File: src/ex_pkg.sv
// ~~~~~~~~~~~~~~~~~~~~~~~~~~~~~~~~~~~~~~~~~~~~~~~~~~
// shared widths, opcode enums and bus structs for
// the execute stage; imported by every block
// ~~~~~~~~~~~~~~~~~~~~~~~~~~~~~~~~~~~~~~~~~~~~~~~~~~
package ex_pkg;

    localparam int XLEN   = 32;
    localparam int REG_AW = 5;

    // peripheral window for uart and accelerator registers
    localparam logic [XLEN-1:0] MMIO_BASE = 32'h8000_0000;
    localparam logic [XLEN-1:0] MMIO_MASK = 32'hFFFF_F000;

    // load/store width from funct3
    localparam logic [2:0] F3_BYTE = 3'd0;
    localparam logic [2:0] F3_HALF = 3'd1;
    localparam logic [2:0] F3_WORD = 3'd2;

    // branch conditions from funct3
    localparam logic [2:0] F3_BEQ  = 3'd0;
    localparam logic [2:0] F3_BNE  = 3'd1;
    localparam logic [2:0] F3_BLT  = 3'd4;
    localparam logic [2:0] F3_BGE  = 3'd5;
    localparam logic [2:0] F3_BLTU = 3'd6;
    localparam logic [2:0] F3_BGEU = 3'd7;

    typedef enum logic [3:0] {
        ALU_ADD, ALU_SUB, ALU_SLL, ALU_SLT, ALU_SLTU, ALU_XOR,
        ALU_SRL, ALU_SRA, ALU_OR, ALU_AND, ALU_PASS_B
    } alu_op_e;

    typedef enum logic {SRC_A_REG, SRC_A_PC} src_a_e;
    typedef enum logic {SRC_B_REG, SRC_B_IMM} src_b_e;
    typedef enum logic [1:0] {MEM_NONE, MEM_LOAD, MEM_STORE} mem_op_e;
    typedef enum logic [1:0] {JUMP_NONE, JUMP_JAL, JUMP_JALR} jump_e;

    typedef struct packed {
        logic              valid;
        logic [XLEN-1:0]   pc;
        logic [REG_AW-1:0] rs1_addr;
        logic [REG_AW-1:0] rs2_addr;
        logic [XLEN-1:0]   rs1_data;
        logic [XLEN-1:0]   rs2_data;
        logic [XLEN-1:0]   imm;
        logic [REG_AW-1:0] rd_addr;
        alu_op_e           alu_op;
        src_a_e            src_a;
        src_b_e            src_b;
        logic [2:0]        funct3;
        logic              branch;
        jump_e             jump;
        mem_op_e           mem_op;
        logic              wb_en;
    } ex_req_t;

    typedef struct packed {
        logic              valid;
        logic [REG_AW-1:0] rd_addr;
        logic [XLEN-1:0]   data;
    } wb_fwd_t;

    typedef struct packed {
        logic              valid;
        logic [XLEN-1:0]   alu_result;
        logic [REG_AW-1:0] rd_addr;
        logic              wb_en;
        logic [XLEN-1:0]   pc_plus4;
        logic              redirect;
        logic [XLEN-1:0]   redirect_pc;
        mem_op_e           mem_op;
        logic [3:0]        mem_be;
        logic [XLEN-1:0]   mem_wdata;
        logic [XLEN-1:0]   mmio_rdata;
        logic              mmio_err;
    } ex_resp_t;

    typedef struct packed {
        logic            psel;
        logic            penable;
        logic            pwrite;
        logic [XLEN-1:0] paddr;
        logic [XLEN-1:0] pwdata;
        logic [3:0]      pstrb;
    } apb_req_t;

    typedef struct packed {
        logic            pready;
        logic [XLEN-1:0] prdata;
        logic            pslverr;
    } apb_rsp_t;

endpackage

File: src/ex_operand_fwd.sv
// ~~~~~~~~~~~~~~~~~~~~~~~~~~~~~~~~~~~~~~~~~~~~~~~~~~
// operand select with writeback forwarding for the
// alu, branch compare and store data paths
// ~~~~~~~~~~~~~~~~~~~~~~~~~~~~~~~~~~~~~~~~~~~~~~~~~~
module ex_operand_fwd (
    input  ex_pkg::ex_req_t req_i,
    input  ex_pkg::wb_fwd_t wb_i,
    output logic [31:0]     alu_a_o,
    output logic [31:0]     alu_b_o,
    output logic [31:0]     cmp_a_o,
    output logic [31:0]     cmp_b_o,
    output logic [31:0]     store_data_o
);
    import ex_pkg::*;

    logic            fwd_rs1;
    logic            fwd_rs2;
    logic [XLEN-1:0] rs1_val;
    logic [XLEN-1:0] rs2_val;

    // x0 always reads zero so it never takes the bypass
    assign fwd_rs1 = wb_i.valid && (wb_i.rd_addr == req_i.rs1_addr)
                     && (req_i.rs1_addr != '0);
    assign fwd_rs2 = wb_i.valid && (wb_i.rd_addr == req_i.rs2_addr)
                     && (req_i.rs2_addr != '0);

    assign rs1_val = fwd_rs1 ? wb_i.data : req_i.rs1_data;
    assign rs2_val = fwd_rs2 ? wb_i.data : req_i.rs2_data;

    // auipc / jal use pc as operand a
    assign alu_a_o = (req_i.src_a == SRC_A_PC) ? req_i.pc : rs1_val;
    assign alu_b_o = (req_i.src_b == SRC_B_IMM) ? req_i.imm : rs2_val;

    assign cmp_a_o      = rs1_val;
    assign cmp_b_o      = rs2_val;
    assign store_data_o = rs2_val;

endmodule

File: src/ex_alu.sv
// ~~~~~~~~~~~~~~~~~~~~~~~~~~~~~~~~~~~~~~~~~~~~~~~~~~
// combinational rv32i integer alu
// ~~~~~~~~~~~~~~~~~~~~~~~~~~~~~~~~~~~~~~~~~~~~~~~~~~
module ex_alu (
    input  ex_pkg::alu_op_e op_i,
    input  logic [31:0]     a_i,
    input  logic [31:0]     b_i,
    output logic [31:0]     result_o
);
    import ex_pkg::*;

    logic [4:0] shamt;

    assign shamt = b_i[4:0];

    always_comb begin
        case (op_i)
            ALU_ADD: begin
                result_o = a_i + b_i;
            end
            ALU_SUB: begin
                result_o = a_i - b_i;
            end
            ALU_SLL: begin
                result_o = a_i << shamt;
            end
            ALU_SLT: begin
                result_o = {{(XLEN-1){1'b0}}, ($signed(a_i) < $signed(b_i))};
            end
            ALU_SLTU: begin
                result_o = {{(XLEN-1){1'b0}}, (a_i < b_i)};
            end
            ALU_XOR: result_o = a_i ^ b_i;
            ALU_SRL: result_o = a_i >> shamt;
            ALU_SRA: begin
                result_o = $unsigned($signed(a_i) >>> shamt);
            end
            ALU_OR:     result_o = a_i | b_i;
            ALU_AND:    result_o = a_i & b_i;
            // lui passes the immediate straight through
            ALU_PASS_B: result_o = b_i;
            default:    result_o = '0;
        endcase
    end

endmodule

File: src/ex_branch_comp.sv
// ~~~~~~~~~~~~~~~~~~~~~~~~~~~~~~~~~~~~~~~~~~~~~~~~~~
// branch condition check; flags a redirect for a
// taken branch or any jump
// ~~~~~~~~~~~~~~~~~~~~~~~~~~~~~~~~~~~~~~~~~~~~~~~~~~
module ex_branch_comp (
    input  logic [2:0]    funct3_i,
    input  logic          branch_i,
    input  ex_pkg::jump_e jump_i,
    input  logic [31:0]   a_i,
    input  logic [31:0]   b_i,
    output logic          redirect_o
);
    import ex_pkg::*;

    logic taken;

    always_comb begin
        case (funct3_i)
            F3_BEQ:  taken = (a_i == b_i);
            F3_BNE:  taken = (a_i != b_i);
            F3_BLT:  taken = ($signed(a_i) < $signed(b_i));
            F3_BGE:  taken = ($signed(a_i) >= $signed(b_i));
            F3_BLTU: taken = (a_i < b_i);
            F3_BGEU: taken = (a_i >= b_i);
            default: taken = 1'b0;
        endcase
    end

    assign redirect_o = (branch_i && taken) || (jump_i != JUMP_NONE);

endmodule

File: src/ex_store_align.sv
// ~~~~~~~~~~~~~~~~~~~~~~~~~~~~~~~~~~~~~~~~~~~~~~~~~~
// store byte enables and lane-replicated write data
// ~~~~~~~~~~~~~~~~~~~~~~~~~~~~~~~~~~~~~~~~~~~~~~~~~~
module ex_store_align (
    input  logic [2:0]  width_i,
    input  logic        store_i,
    input  logic [1:0]  offset_i,
    input  logic [31:0] data_i,
    output logic [3:0]  be_o,
    output logic [31:0] wdata_o
);
    import ex_pkg::*;

    logic [3:0] lane_be;

    always_comb begin
        case (width_i)
            F3_BYTE: begin
                lane_be = 4'b0001 << offset_i;
                wdata_o = {4{data_i[7:0]}};
            end
            F3_HALF: begin
                // halves sit on lanes 0-1 or 2-3
                lane_be = offset_i[1] ? 4'b1100 : 4'b0011;
                wdata_o = {2{data_i[15:0]}};
            end
            F3_WORD: begin
                lane_be = 4'b1111;
                wdata_o = data_i;
            end
            default: begin
                lane_be = 4'b0000;
                wdata_o = data_i;
            end
        endcase
    end

    // loads and bubbles never touch memory
    assign be_o = store_i ? lane_be : 4'b0000;

endmodule

File: src/ex_apb_bridge.sv
// ~~~~~~~~~~~~~~~~~~~~~~~~~~~~~~~~~~~~~~~~~~~~~~~~~~
// apb master for one peripheral access per start;
// done pulses in the cycle pready is seen
// ~~~~~~~~~~~~~~~~~~~~~~~~~~~~~~~~~~~~~~~~~~~~~~~~~~
module ex_apb_bridge (
    input  logic             clk_i,
    input  logic             rst_n_i,
    input  logic             start_i,
    input  logic             write_i,
    input  logic [31:0]      addr_i,
    input  logic [31:0]      wdata_i,
    input  logic [3:0]       strb_i,
    output ex_pkg::apb_req_t apb_o,
    input  ex_pkg::apb_rsp_t apb_i,
    output logic             done_o,
    output logic [31:0]      rdata_o,
    output logic             err_o
);
    import ex_pkg::*;

    typedef enum logic [1:0] {IDLE, SETUP, ACCESS} state_e;

    state_e          state_q;
    state_e          state_d;
    logic            write_q;
    logic [XLEN-1:0] addr_q;
    logic [XLEN-1:0] wdata_q;
    logic [3:0]      strb_q;

    always_comb begin
        state_d = state_q;
        case (state_q)
            IDLE: begin
                if (start_i) begin
                    state_d = SETUP;
                end
            end
            SETUP:  state_d = ACCESS;
            ACCESS: begin
                if (apb_i.pready) begin
                    state_d = IDLE;
                end
            end
            default: state_d = IDLE;
        endcase
    end

    always_ff @(posedge clk_i or negedge rst_n_i) begin
        if (!rst_n_i) begin
            state_q <= IDLE;
        end else begin
            state_q <= state_d;
        end
    end

    // transfer fields held stable for both phases
    always_ff @(posedge clk_i) begin
        if (state_q == IDLE && start_i) begin
            write_q <= write_i;
            addr_q  <= addr_i;
            wdata_q <= wdata_i;
            strb_q  <= strb_i;
        end
    end

    assign apb_o.psel    = (state_q != IDLE);
    assign apb_o.penable = (state_q == ACCESS);
    assign apb_o.pwrite  = write_q;
    assign apb_o.paddr   = addr_q;
    assign apb_o.pwdata  = wdata_q;
    assign apb_o.pstrb   = strb_q;

    assign done_o  = (state_q == ACCESS) && apb_i.pready;
    // read data only meaningful for reads
    assign rdata_o = (done_o && !write_q) ? apb_i.prdata : '0;
    assign err_o   = done_o && apb_i.pslverr;

endmodule

File: src/ex_stage.sv
// ~~~~~~~~~~~~~~~~~~~~~~~~~~~~~~~~~~~~~~~~~~~~~~~~~~
// execute stage top with alu, branch resolve, store
// alignment and apb path around one registered result
// ~~~~~~~~~~~~~~~~~~~~~~~~~~~~~~~~~~~~~~~~~~~~~~~~~~
module ex_stage (
    input  logic             clk_i,
    input  logic             rst_n_i,
    input  ex_pkg::ex_req_t  req_i,
    input  ex_pkg::wb_fwd_t  wb_i,
    output logic             stall_o,
    output ex_pkg::ex_resp_t resp_o,
    output ex_pkg::apb_req_t apb_o,
    input  ex_pkg::apb_rsp_t apb_i
);
    import ex_pkg::*;

    logic [XLEN-1:0] alu_a;
    logic [XLEN-1:0] alu_b;
    logic [XLEN-1:0] cmp_a;
    logic [XLEN-1:0] cmp_b;
    logic [XLEN-1:0] store_data;
    logic [XLEN-1:0] alu_result;
    logic [XLEN-1:0] store_wdata;
    logic [3:0]      store_be;
    logic            redirect;
    logic            is_store;
    logic            mmio_hit;
    logic            busy_q;
    logic            apb_start;
    logic            apb_done;
    logic            apb_err;
    logic [XLEN-1:0] apb_rdata;
    ex_resp_t        resp_d;
    ex_resp_t        resp_q;

    ex_operand_fwd u_fwd (
        .req_i        (req_i),
        .wb_i         (wb_i),
        .alu_a_o      (alu_a),
        .alu_b_o      (alu_b),
        .cmp_a_o      (cmp_a),
        .cmp_b_o      (cmp_b),
        .store_data_o (store_data)
    );

    ex_alu u_alu (
        .op_i     (req_i.alu_op),
        .a_i      (alu_a),
        .b_i      (alu_b),
        .result_o (alu_result)
    );

    ex_branch_comp u_branch (
        .funct3_i   (req_i.funct3),
        .branch_i   (req_i.branch),
        .jump_i     (req_i.jump),
        .a_i        (cmp_a),
        .b_i        (cmp_b),
        .redirect_o (redirect)
    );

    assign is_store = req_i.valid && (req_i.mem_op == MEM_STORE);

    ex_store_align u_store (
        .width_i  (req_i.funct3),
        .store_i  (is_store),
        .offset_i (alu_result[1:0]),
        .data_i   (store_data),
        .be_o     (store_be),
        .wdata_o  (store_wdata)
    );

    // peripheral window decode on the computed address
    assign mmio_hit = req_i.valid && (req_i.mem_op != MEM_NONE)
                      && ((alu_result & MMIO_MASK) == MMIO_BASE);
    assign apb_start = mmio_hit && !busy_q;
    assign stall_o   = mmio_hit && !apb_done;

    ex_apb_bridge u_apb (
        .clk_i   (clk_i),
        .rst_n_i (rst_n_i),
        .start_i (apb_start),
        .write_i (is_store),
        .addr_i  (alu_result),
        .wdata_i (store_wdata),
        .strb_i  (store_be),
        .apb_o   (apb_o),
        .apb_i   (apb_i),
        .done_o  (apb_done),
        .rdata_o (apb_rdata),
        .err_o   (apb_err)
    );

    always_ff @(posedge clk_i or negedge rst_n_i) begin
        if (!rst_n_i) begin
            busy_q <= 1'b0;
        end else if (apb_done) begin
            busy_q <= 1'b0;
        end else if (apb_start) begin
            busy_q <= 1'b1;
        end
    end

    always_comb begin
        resp_d             = '0;
        resp_d.valid       = req_i.valid;
        resp_d.alu_result  = alu_result;
        resp_d.rd_addr     = req_i.rd_addr;
        resp_d.wb_en       = req_i.wb_en;
        resp_d.pc_plus4    = req_i.pc + 32'd4;
        resp_d.redirect    = req_i.valid && redirect;
        // jalr target drops bit 0
        resp_d.redirect_pc = (req_i.jump == JUMP_JALR) ? {alu_result[XLEN-1:1], 1'b0}
                                                       : req_i.pc + req_i.imm;
        resp_d.mem_op      = req_i.mem_op;
        resp_d.mem_be      = mmio_hit ? 4'b0000 : store_be;
        resp_d.mem_wdata   = store_wdata;
        resp_d.mmio_rdata  = mmio_hit ? apb_rdata : '0;
        resp_d.mmio_err    = mmio_hit && apb_err;
    end

    // no result leaves while the apb access is pending
    always_ff @(posedge clk_i or negedge rst_n_i) begin
        if (!rst_n_i) begin
            resp_q <= '0;
        end else if (!stall_o) begin
            resp_q <= resp_d;
        end else begin
            resp_q.valid <= 1'b0;
        end
    end

    assign resp_o = resp_q;

endmodule

File: config.mk
export PLATFORM = sky130hd
export DESIGN_NAME = ex_stage
export DESIGN_NICKNAME = d
export VERILOG_FILES = /design/src/ex_pkg.sv /design/src/ex_operand_fwd.sv /design/src/ex_alu.sv /design/src/ex_branch_comp.sv /design/src/ex_store_align.sv /design/src/ex_apb_bridge.sv /design/src/ex_stage.sv
export SDC_FILE = /design/constraint.sdc
export NUM_CORES = 1
export LEC_CHECK = 0
export ABC_AREA = 1
export BUFFER_PORTS_ARGS = -buffer_cell sky130_fd_sc_hd__buf_2
export CORE_MARGIN = 5
export CORE_UTILIZATION = 32
export CTS_CLUSTER_DIAMETER = 80
export CTS_CLUSTER_SIZE = 30
export DETAILED_ROUTE_END_ITERATION = 6
export REMOVE_ABC_BUFFERS = 1
export SLEW_MARGIN = 20
export SYNTH_ARGS = -nofsm -noshare
export SYNTH_HDL_FRONTEND = slang
export SYNTH_SLANG_ARGS = --single-unit
File: constraint.sdc
create_clock -name clk_i -period 16.28 [get_ports clk_i]
set_input_delay 3.256 -clock clk_i [delete_from_list [all_inputs] [get_ports clk_i]]
set_output_delay 3.256 -clock clk_i [all_outputs]
set_load 0.02 [all_outputs]
# [Yosys cells after proc, flatten, opt, wreduce, memory -nomap -nowiden]
# Cells that the tools add are included.
[word_totals] reg_bits=247 output_inout_bits=247 in_bits=233 word_cells=112
[classes] n_mux=20 n_reduce_logical=30 shift=4 n_addsub=4 order_cmp=6 n_eq_ne=27 bitwise_logic=3
[op_table] operator="$pmux W32 S11" n=1
[op_table] operator="$mux W32" n=7
[op_table] operator="$lt A32 B32 Y1" n=4
[op_table] operator="$add A32 B32 Y32" n=2
[op_table] operator="$ge A32 B32 Y1" n=2
[op_table] operator="$pmux W32 S2" n=1
[op_table] operator="$add A32 B3 Y32 const B" n=1
[op_table] operator="$and A32 B32 Y32" n=1
[op_table] operator="$eq A32 B32 Y1" n=1
[op_table] operator="$ne A32 B32 Y1" n=1
[op_table] operator="$or A32 B32 Y32" n=1
[op_table] operator="$shl A32 B5 Y32" n=1
[op_table] operator="$shr A32 B5 Y32" n=1
[op_table] operator="$sshr A32 B5 Y32" n=1
[op_table] operator="$sub A32 B32 Y32" n=1
[op_table] operator="$xor A32 B32 Y32" n=1
[op_table] operator="$eq A20 B20 Y1 const B" n=1
[op_table] operator="$eq A4 B3 Y1 const B" n=4
[op_table] operator="$logic_and A1 B1 Y1" n=16
[op_table] operator="$eq A3 B3 Y1 const B" n=4
[op_table] operator="$eq A4 B4 Y1 const B" n=3
[op_table] operator="$mux W4" n=3
[op_table] operator="$pmux W4 S3" n=1
[op_table] operator="$eq A5 B5 Y1" n=2
[op_table] operator="20 further kinds" n=33

# [Logic depth before layout (Yosys ltp)]
# Gate-level depths: netlist (run 1).
[depth] ltp_word=12 ltp_mapped=42 ltp_nobuf=37

# [Modules after synthesis]
# From an unflattened synthesis (run 1), not the netlist that was laid out.
[hier_totals] cells_unflattened=4663 hier_area_um2=27506.4
[by_module_without_submodules] module="ex_alu" n_inst=1 area_per_inst_um2=10387.5 cells_per_inst=2169 seq_area_each_um2=0.0
[by_module_without_submodules] module="ex_stage" n_inst=1 area_per_inst_um2=10029.6 cells_per_inst=1445 seq_area_each_um2=4404.2
[by_module_without_submodules] module="ex_operand_fwd" n_inst=1 area_per_inst_um2=2897.8 cells_per_inst=606 seq_area_each_um2=0.0
[by_module_without_submodules] module="ex_apb_bridge" n_inst=1 area_per_inst_um2=2665.1 cells_per_inst=155 seq_area_each_um2=2122.0
[by_module_without_submodules] module="ex_branch_comp" n_inst=1 area_per_inst_um2=1002.2 cells_per_inst=172 seq_area_each_um2=0.0
[by_module_without_submodules] module="ex_store_align" n_inst=1 area_per_inst_um2=524.3 cells_per_inst=116 seq_area_each_um2=0.0

# [Worst setup path after synthesis (run 1)]
# OpenSTA, ideal clock, no wires.
[synth_path] path_type="input to register" from="in req_i[119] (netlist bit)" to="reg u_apb.addr_q[0], enable pin" stages=35 t_arrival_ps=12207 path_slack_ps=3492 n_path_buf=5 cell_sequence="xnor2_1 nand2_1 nor2_4 nand3_4 nand2_1 o21ai_2 nand2_1 nand2_2 inv_2 buf_2 buf_2 buf_1 ha_1 buf_2 a21oi_1 nand2_1 a21oi_1 inv_1 a21oi_1 o21ai_1 or2_2 nand3_1 o211ai_1 a21oi_1 nand2_1 nor2_2 nand2_1 nor2_1 nand2_1 nor2_1 nand2_1 nor2_1 buf_4 nand2_1 nor3_1"
[synth_via] elab_chain_len=11
[synth_rtl] item="start: declaration" line_no="ex_stage.sv:8" text="input ex_pkg::ex_req_t req_i,"
[synth_rtl] item="$eq A5 B5 Y1" line_no="ex_operand_fwd.sv:24" text="assign fwd_rs2 = wb_i.valid && (wb_i.rd_addr == req_i.rs2_addr)"
[synth_rtl] item="$logic_and A1 B1 Y1" line_no="ex_operand_fwd.sv:24"
[synth_rtl] item="$logic_and A1 B1 Y1 *" line_no="ex_operand_fwd.sv:25" text="&& (req_i.rs2_addr != '0);"
[synth_rtl] item="$mux W32 *" line_no="ex_operand_fwd.sv:28" text="assign rs2_val = fwd_rs2 ? wb_i.data : req_i.rs2_data;"
[synth_rtl] item="via cmp_b[3]" line_no="ex_stage.sv:20" text="logic [XLEN-1:0] cmp_b;"
[synth_rtl] item="$mux W32 *" line_no="ex_operand_fwd.sv:32" text="assign alu_b_o = (req_i.src_b == SRC_B_IMM) ? req_i.imm : rs2_val;"
[synth_rtl] item="$sub A32 B32 Y32, or another cell as far along" line_no="ex_alu.sv:22" text="result_o = a_i - b_i;"
[synth_rtl] item="$pmux W32 S11 *" line_no="ex_alu.sv:17" text="case (op_i)"
[synth_rtl] item="$eq A20 B20 Y1 *" line_no="ex_stage.sv:75" text="&& ((alu_result & MMIO_MASK) == MMIO_BASE);"
[synth_rtl] item="$logic_and A1 B1 Y1 *" line_no="ex_stage.sv:75"
[synth_rtl] item="$logic_and A1 B1 Y1 *" line_no="ex_stage.sv:76" text="assign apb_start = mmio_hit && !busy_q;"
[synth_rtl] item="$logic_and A1 B1 Y1 *" line_no="ex_apb_bridge.sv:58" text="if (state_q == IDLE && start_i) begin"
[synth_rtl] item="end signal: assignment" line_no="ex_apb_bridge.sv:60" text="addr_q <= addr_i;"
[synth_rtl] item="end: declaration" line_no="ex_apb_bridge.sv:26" text="logic [XLEN-1:0] addr_q;"
# Mark *: on every way through the listed nets, which the timed path passes. The rest lies on a longest branch.
# A chain may end at the register's enable or synchronous reset.

# [Worst setup path after layout (run 1)]
[layout_path] from="in req_i[117] (netlist bit)" to="out stall_o"
[layout_via] elab_chain_len=10
[layout_rtl] item="$eq A5 B5 Y1" line_no="ex_operand_fwd.sv:24"
[layout_rtl] item="$logic_and A1 B1 Y1" line_no="ex_operand_fwd.sv:24"
[layout_rtl] item="$logic_and A1 B1 Y1 *" line_no="ex_operand_fwd.sv:25"
[layout_rtl] item="$mux W32 *" line_no="ex_operand_fwd.sv:28"
[layout_rtl] item="via cmp_b[5]" line_no="ex_stage.sv:20"
[layout_rtl] item="$mux W32 *" line_no="ex_operand_fwd.sv:32"
[layout_rtl] item="$sub A32 B32 Y32 or $add A32 B32 Y32 (tied branches)" line_no="ex_alu.sv:22, ex_alu.sv:19"
[layout_rtl] item="$pmux W32 S11 *" line_no="ex_alu.sv:17"
[layout_rtl] item="$eq A20 B20 Y1 *" line_no="ex_stage.sv:75"
[layout_rtl] item="$logic_and A1 B1 Y1 *" line_no="ex_stage.sv:75"
[layout_rtl] item="$logic_and A1 B1 Y1 *" line_no="ex_stage.sv:77" text="assign stall_o = mmio_hit && !apb_done;"
[layout_rtl] item="end: declaration" line_no="ex_stage.sv:10" text="output logic stall_o,"
# Marked as above.

==> out/metrics.csv, run 1 <==
stage,metric,value,unit
clocking,ctsLongestPathBuffers,3,
critical_path,cp-end-kind,primary output,
synthesis,ys_types,59,
floorplanning,core-area,0.0761,mm^2
routing,viasPerCell,5.66,
timing,fmax,0.0752,GHz
placed_design,portBuffers,479,
critical_path,crit_top_cell,nand2_1,
timing,tightest_slew,1.08,ns
placed_design,dp_hpwl,104000,um
routing,ant_nets,0,
clocking,clock_sinks,247,
global_routing,grt_remaining_overflow,0,
timing,period_needed,13.31,ns
clocking,clk_transition_reported_paths,0.07,ns
clocking,tritoncts,built,
timing,rsz0062_at_grt,no,
critical_path,rrSetupSlack,13.19,ns
clocking,clk-insertion-delay-late,0.55,ns
flow_run,cap_violations,0,
global_routing,grt_pass1_wl,185000,um
critical_path,required,13.02,ns
floorplanning,start_util,0.323,
outcome,status,"finished, final reports clean",
floorplanning,die_y,287,um
pwr,p_per_area,79.0,mW/mm^2
timing,setup_violations,0,
pwr,p_leak,14.5,nW
clocking,post_cts_buffers,0,
synthesis,syn_area,0.0246,mm^2
synthesis,syn_inst,3802,
clocking,cts_inserted_buffers,19,
clocking,htree_levels,1,
final_layout,finalNonFillerCells,5198,
critical_path,cp-start-kind,primary input,
routing,drcViolationCount,0,
floorplanning,die-width,287,um
global_routing,grt_usage,0.298,
clocking,root_buffer,clkbuf_16,
synthesis,async_reset_ff_frac,0.721,
placed_design,placed_cells,5153,
synthesis,synth_ff_type,dfrtp_1,
critical_path,path_max_fanout,65,
clocking,cts-resized-gates,0,
pwr,fin_total_pwr,2.24,mW
floorplanning,dieArea,0.0824,mm^2
timing,slew_headroom,0.275,
synthesis,synth_edf_count,69,
timing,setup_slack,2.97,ns
global_routing,grt_antenna_before_repair,16,
placed_design,place_congestion,1.07,
worst_hold_path,hp-class,flip-flop to flip-flop,
timing,hold_viol,0,
floorplanning,io_pins,480,
clocking,hold_buffers,0,
final_layout,area_delta_synth_final,15.7,%
timing,finalMaxSlewViolations,0,
critical_path,slowest_delay,0.62,ns
synthesis,syn_area_per_cell,6.46,um^2
synthesis,ys_warn_count,0,
critical_path,crit_type,primary input to primary output,
routing,drtIter0Drc,3735,
final_layout,layout-drive-gt1-share,0.156,
floorplanning,rows,101,
placed_design,post-place-ws,3.20,ns
routing,drt-total-wl,130000,um
synthesis,ys_seq_elements,247,
timing,final.period_utilization,0.817,
routing,first_pass_iters,6,
final_layout,fin_util,0.373,
routing,via_count,29400,
critical_path,critPathSlowestCell,o21ai_0,
critical_path,arrival,10.05,ns
timing,clock_skew,0.0288,ns
routing,wl_per_cell,25.0,um
synthesis,yosysSeqAreaShare,0.266,
pwr,peakVddDrop,0.0563,mV
global_routing,grt_pass1_vias,27100,
global_routing,grt_max_degree,116,
final_layout,nNetsFinal,4546,
==> synth_stat cells (3+ instances only) <==
cell | n | area (um^2)
nand2_1 | 1131 | 4250
nand3_1 | 430 | 2150
inv_1 | 326 | 1220
nand4_1 | 263 | 1650
nor2_1 | 246 | 923
a21oi_1 | 197 | 986
o21ai_0 | 185 | 926
dfrtp_1 | 178 | 4450
ha_1 | 166 | 2080
clkbuf_1 | 99 | 372
edfxtp_1 | 69 | 2070
buf_2 | 67 | 335
xor2_1 | 45 | 394
nor3_1 | 44 | 220
o21ai_1 | 42 | 210
a31oi_1 | 26 | 163
o211ai_1 | 25 | 188
inv_2 | 23 | 86.3
o22ai_1 | 22 | 138
buf_1 | 18 | 67.6
xnor2_1 | 16 | 140
mux2i_1 | 15 | 150
or2_2 | 15 | 93.8
buf_6 | 13 | 146
o21a_1 | 13 | 97.6
buf_4 | 10 | 75.1
nor2_2 | 10 | 62.6
a221oi_1 | 9 | 78.8
nor4_1 | 9 | 56.3
o21ai_2 | 9 | 78.8
clkinv_1 | 7 | 26.3
nand2_2 | 7 | 43.8
o221ai_1 | 7 | 61.3
a21o_1 | 6 | 45.0
o2111ai_1 | 6 | 52.6
a21boi_0 | 5 | 37.5
nand3b_1 | 5 | 37.5
nor2_4 | 4 | 45.0
o21bai_1 | 4 | 30.0
and2_1 | 3 | 18.8
and3_1 | 3 | 18.8
fa_1 | 3 | 60.1
==> power by group <==
| group | switching, mW | internal (mW) | leakage [nW] |
|---|---|---|---|
| registers | 0.0250 | 0.684 | 2.79 |
| logic | 0.737 | 0.274 | 11.4 |
| clock network | 0.285 | 0.239 | 0.322 |
| total | 1.05 | 1.20 | 14.5 |
==> metrics by stage <==
step                setup TNS (ns)  hold slack (ns)  area, um^2
global placement                 0            0.480       27700
detailed placement               0            0.484       27700
global route                     0            0.516       28400
CTS                              0            0.502       28400
finish                           0            0.501       28400
floorplan                   -71.55            0.438       23600
==> cell usage in the layout, fill, tap and decap left out, types with 16 or more instances in the layout <==
| cell type | instances |
|---|---|
| nand3_1 | 430 |
| nand2_1 | 1128 |
| inv_2 | 22 |
| nand4_1 | 263 |
| dfrtp_1 | 178 |
| o22ai_1 | 22 |
| nor2_1 | 240 |
| a21oi_1 | 197 |
| a31oi_1 | 26 |
| inv_1 | 325 |
| o21ai_1 | 44 |
| nor3_1 | 42 |
| xor2_1 | 45 |
| buf_2 | 478 |
| ha_1 | 166 |
| edfxtp_1 | 69 |
| o211ai_1 | 25 |
| clkbuf_16 | 19 |
| buf_4 | 48 |
| xnor2_1 | 16 |
| o21ai_0 | 183 |
==> final timing paths <==
kind | depth (start not counted) | to | startpoint
min reg2reg | 2 | resp_o[71] | resp_o[71]
min in group asynchronous | 1 | resp_o[23] | rst_n_i
max | 33 | stall_o | req_i[117]
max reg2reg | 6 | resp_o[111] | u_apb.state_q[0]
min | 2 | resp_o[71] | resp_o[71]
max in group asynchronous | 2 | resp_o[150] | rst_n_i
==> critical path: cells and delay by family <==
family,cells,cell delay (ns)
AOI/OAI and AO/OA,8,2.18
xor gates and xnor gates,1,0.17
adders and majority gates,1,0.26
buffers and inverters,7,1.47
and+or+nand+nor,16,2.66
==> cells by family after synthesis <==
| family | Yosys count | share of synthesized area |
|---|---|---|
| fa+ha+maj | 169 | 0.0870 |
| xor+xnor | 61 | 0.0218 |
| simple gates | 2177 | 0.393 |
| mux | 17 | 0.00724 |
| compound gates | 568 | 0.130 |
| flops | 247 | 0.266 |
| buf+inv | 563 | 0.0950 |
==> registers in the layout (all words and copies together), names as in the netlist <==
signal         cells
u_apb.addr_q      32
u_apb.write_q      1
resp_o           175
u_apb.strb_q       4
u_apb.wdata_q     32
u_apb.state_q      2
busy_q             1
==> layer usage <==
layer  vias up  part of all wire  global-route usage
met5         -           0.00032                   0
met4         6             0.058               0.141
met3       256             0.094              0.0430
met2      1696              0.44               0.471
met1     13900              0.40               0.403
li1      13600                 -                   -
==> area by class of cell <==
class | count | area (um^2)
inverter | 356 | 1340
timing repair buffer | 528 | 2790
antenna | 11 | 27.5
multi-input combinational | 2992 | 15700
clock buffer | 20 | 479
sequential | 247 | 6530
clock inverter | 14 | 199
tap | 1030 | 1290
fill | 8488 | 47700
(Power assumes the default switching activity.)
==> run 2: changes to the inputs <==
==> constraint.sdc (replaced) <==
create_clock -name clk_i -period 11.97 [get_ports clk_i]
set_input_delay 2.394 -clock clk_i [delete_from_list [all_inputs] [get_ports clk_i]]
set_output_delay 2.394 -clock clk_i [all_outputs]
set_load 0.02 [all_outputs]
==> out/metrics.csv, run 2 (synthesis results as in run 1) <==
stage,metric,value,unit,change
routing,first_pass_iters,6,,unchanged
pwr,combPwrFrac,0.453,,was 0.451
floorplanning,io_pins,480,,unchanged
pwr,p_clk_frac,0.226,,was 0.234
routing,ant_nets,0,,unchanged
clocking,post_cts_buffers,0,,unchanged
global_routing,grt_antenna_before_repair,17,,was 16
critical_path,required,9.58,ns,was 13.02 ns
critical_path,slowest_delay,0.83,ns,was 0.62 ns
final_layout,largest_reg_flops,175,,unchanged
clocking,htree_levels,1,,unchanged
clocking,ctsLongestPathBuffers,3,,unchanged
timing,slew_headroom,0.165,,was 0.275
final_layout,nNetsFinal,4552,,was 4546
global_routing,grt_pass1_wl,186000,um,was 185000 um
routing,drcViolationCount,0,,unchanged
outcome,status,"finished, final reports clean",,unchanged
pwr,p_switching,1.40,mW,was 1.05 mW
worst_hold_path,hold_path_depth,2,,unchanged
placed_design,place_congestion,1.01,,was 1.07
critical_path,crit_type,primary input to primary output,,unchanged
floorplanning,die-width,287,um,unchanged
global_routing,grt-busiest-layer,met2,,unchanged
global_routing,met2_usage,0.482,,was 0.471
critical_path,cp-end-kind,primary output,,unchanged
worst_hold_path,holdCritStartpoint,resp_o[65],,was resp_o[71]
pwr,peakVddDrop,0.0700,mV,was 0.0563 mV
final_layout,finalInstanceArea,0.0284,mm^2,about the same
pwr,p_per_area,106,mW/mm^2,was 79.0 mW/mm^2
critical_path,rr_worst_depth,7,,was 6
routing,wl_per_cell,24.9,um,was 25.0 um
global_routing,grt_remaining_overflow,0,,unchanged
timing,hold_viol,0,,unchanged
global_routing,grt_pass1_vias,27500,,was 27.1k
clocking,tritoncts,built,,unchanged
pwr,fin_total_pwr,3.01,mW,was 2.24 mW
worst_hold_path,hp-class,flip-flop to flip-flop,,unchanged
global_routing,grt_max_degree,75,,was 116
floorplanning,dieArea,0.0824,mm^2,unchanged
clocking,root_buffer,clkbuf_16,,unchanged
placed_design,portBuffers,479,,unchanged
clocking,clk-insertion-delay-late,0.55,ns,about the same
critical_path,critPathLaunch,req_i[117],,unchanged
final_layout,fin_util,0.374,,was 0.373
clocking,hold_buffers,0,,unchanged
routing,viasPerCell,5.62,,was 5.66
clocking,cts-resized-gates,0,,unchanged
critical_path,critPathSlowestCell,o21ai_0,,unchanged
critical_path,cp-start-kind,primary input,,unchanged
global_routing,grt_usage,0.298,,about the same
placed_design,dp_hpwl,105000,um,was 104000 um
pwr,p_seq_frac,0.321,,was 0.316
clocking,cts_inserted_buffers,18,,was 19
final_layout,final_cell_mix,"nand2_1 (1128), buf_2 (478), nand3_1 (430), inv_1 (324), nand4_1 (263)",,"was nand2_1 (1128), buf_2 (478), nand3_1 (430), inv_1 (325), nand4_1 (263)"
routing,drt-total-wl,130000,um,about the same
global_routing,grtUsageMet3,0.0431,,was 0.0430
final_layout,final_common_cell,nand2_1,,unchanged
timing,clock_skew,0.0241,ns,was 0.0288 ns
pwr,p_int,1.61,mW,was 1.20 mW
timing,finalMaxSlewViolations,0,,unchanged
timing,rsz0062_at_grt,no,,unchanged
critical_path,crit_top_cell,nand2_1,,unchanged
critical_path,reg2reg_from,u_apb.state_q[1],,was u_apb.state_q[0]
final_layout,area_delta_synth_final,15.8,%,was 15.7%
floorplanning,rows,101,,unchanged
final_layout,fill_cells,8510,,was 8488
pwr,p_sw_frac,0.465,,was 0.467
floorplanning,die_y,287,um,unchanged
critical_path,arrival,8.76,ns,was 10.05 ns
timing,setup_violations,0,,unchanged
final_layout,layout-drive-gt1-share,0.158,,was 0.156
floorplanning,core-area,0.0761,mm^2,unchanged
clocking,clock_sinks,247,,unchanged
floorplanning,start_util,0.323,,unchanged
routing,via_count,29300,,was 29.4k
timing,final.period_utilization,0.932,,
clocking,clk_transition_reported_paths,0.11,ns,was 0.07 ns
global_routing,globalRouteMet1Util,0.404,,was 0.403
flow_run,cap_violations,0,,unchanged
placed_design,dpl-instance-area,0.0278,mm^2,was 0.0277 mm^2
timing,fmax,0.0896,GHz,
critical_path,path_max_fanout,39,,was 65
pwr,p_leak,14.5,nW,about the same
timing,period_needed,11.15,ns,
timing,tightest_slew,1.24,ns,was 1.08 ns
routing,drtIter0Drc,3346,,was 3735
run 2: changes by cell type in the layout (fill, tap and decap cells not counted), sizes merged:
cell | previous run | this run
inv | 355 | 354
diode | 11 | 18
buf | 527 | 534
clkinvlp | 2 | 1
clkbuf | 21 | 20
clkinv | 13 | 14
run 2: worst max-delay path: cells and delay by family:
kind	cells	cell delay, ns
XOR/XNOR	1	0.16
adder cells (fa/ha/maj)	1	0.35
buffers and inverters	4	0.71
AND/OR/NAND/NOR	13	2.32
AO/OA/AOI/OAI	11	2.78
run 2: power by group through the flow:
stage	registers, mW	logic, mW	clock network [mW]
after floorplan	1.05	0.719	0
after global placement	0.979	1.34	0
after detailed placement	0.981	1.33	0
after CTS	0.963	1.34	0.686
after global routing	0.970	1.47	0.721
final	0.963	1.36	0.681
run 2: worst paths after layout:
| kind | endpoint | slack [ns] |
|---|---|---|
| worst max-delay path | stall_o | 0.82 |
| worst min-delay path | resp_o[65] | 0.50 |
| worst max register to register | resp_o[110] | 9.04 |
| worst min register to register | resp_o[65] | 0.50 |
| max in group asynchronous | resp_o[80] | 8.86 |
| min in group asynchronous | resp_o[133] | 1.77 |
run 2: final cells by class:
class / instances / area, um^2 / share of cell area
multi-input combinational: 2992 / 15800 / 0.554
clock inverter: 13 / 171 / 0.00603
sequential: 247 / 6530 / 0.229
antenna: 18 / 45.0 / 0.00158
inverter: 356 / 1340 / 0.0471
timing repair buffer: 535 / 2850 / 0.100
tap: 1030 / 1290 / 0.0453
clock buffer: 19 / 454 / 0.0160
run 2: routing by layer:
layer	vias up	wire length (um)	share of wire
met5	-	37	0.00028
met2	1503	58500	0.45
met4	6	6050	0.047
met3	226	11400	0.088
li1	13600	-	-
met1	14000	54000	0.42
run 2: per-stage QoR:
step | hold WS (ns) | setup slack, ns | setup TNS (ns) | std cells
floorplan | 0.438 | -4.48 | -311.44 | 3595
global placement | 0.482 | 1.09 | 0 | 5160
detailed placement | 0.473 | 1.07 | 0 | 5160
CTS | 0.509 | 1.02 | 0 | 5192
global route | 0.528 | 0.336 | 0 | 5200
finish | 0.503 | 0.815 | 0 | 5210
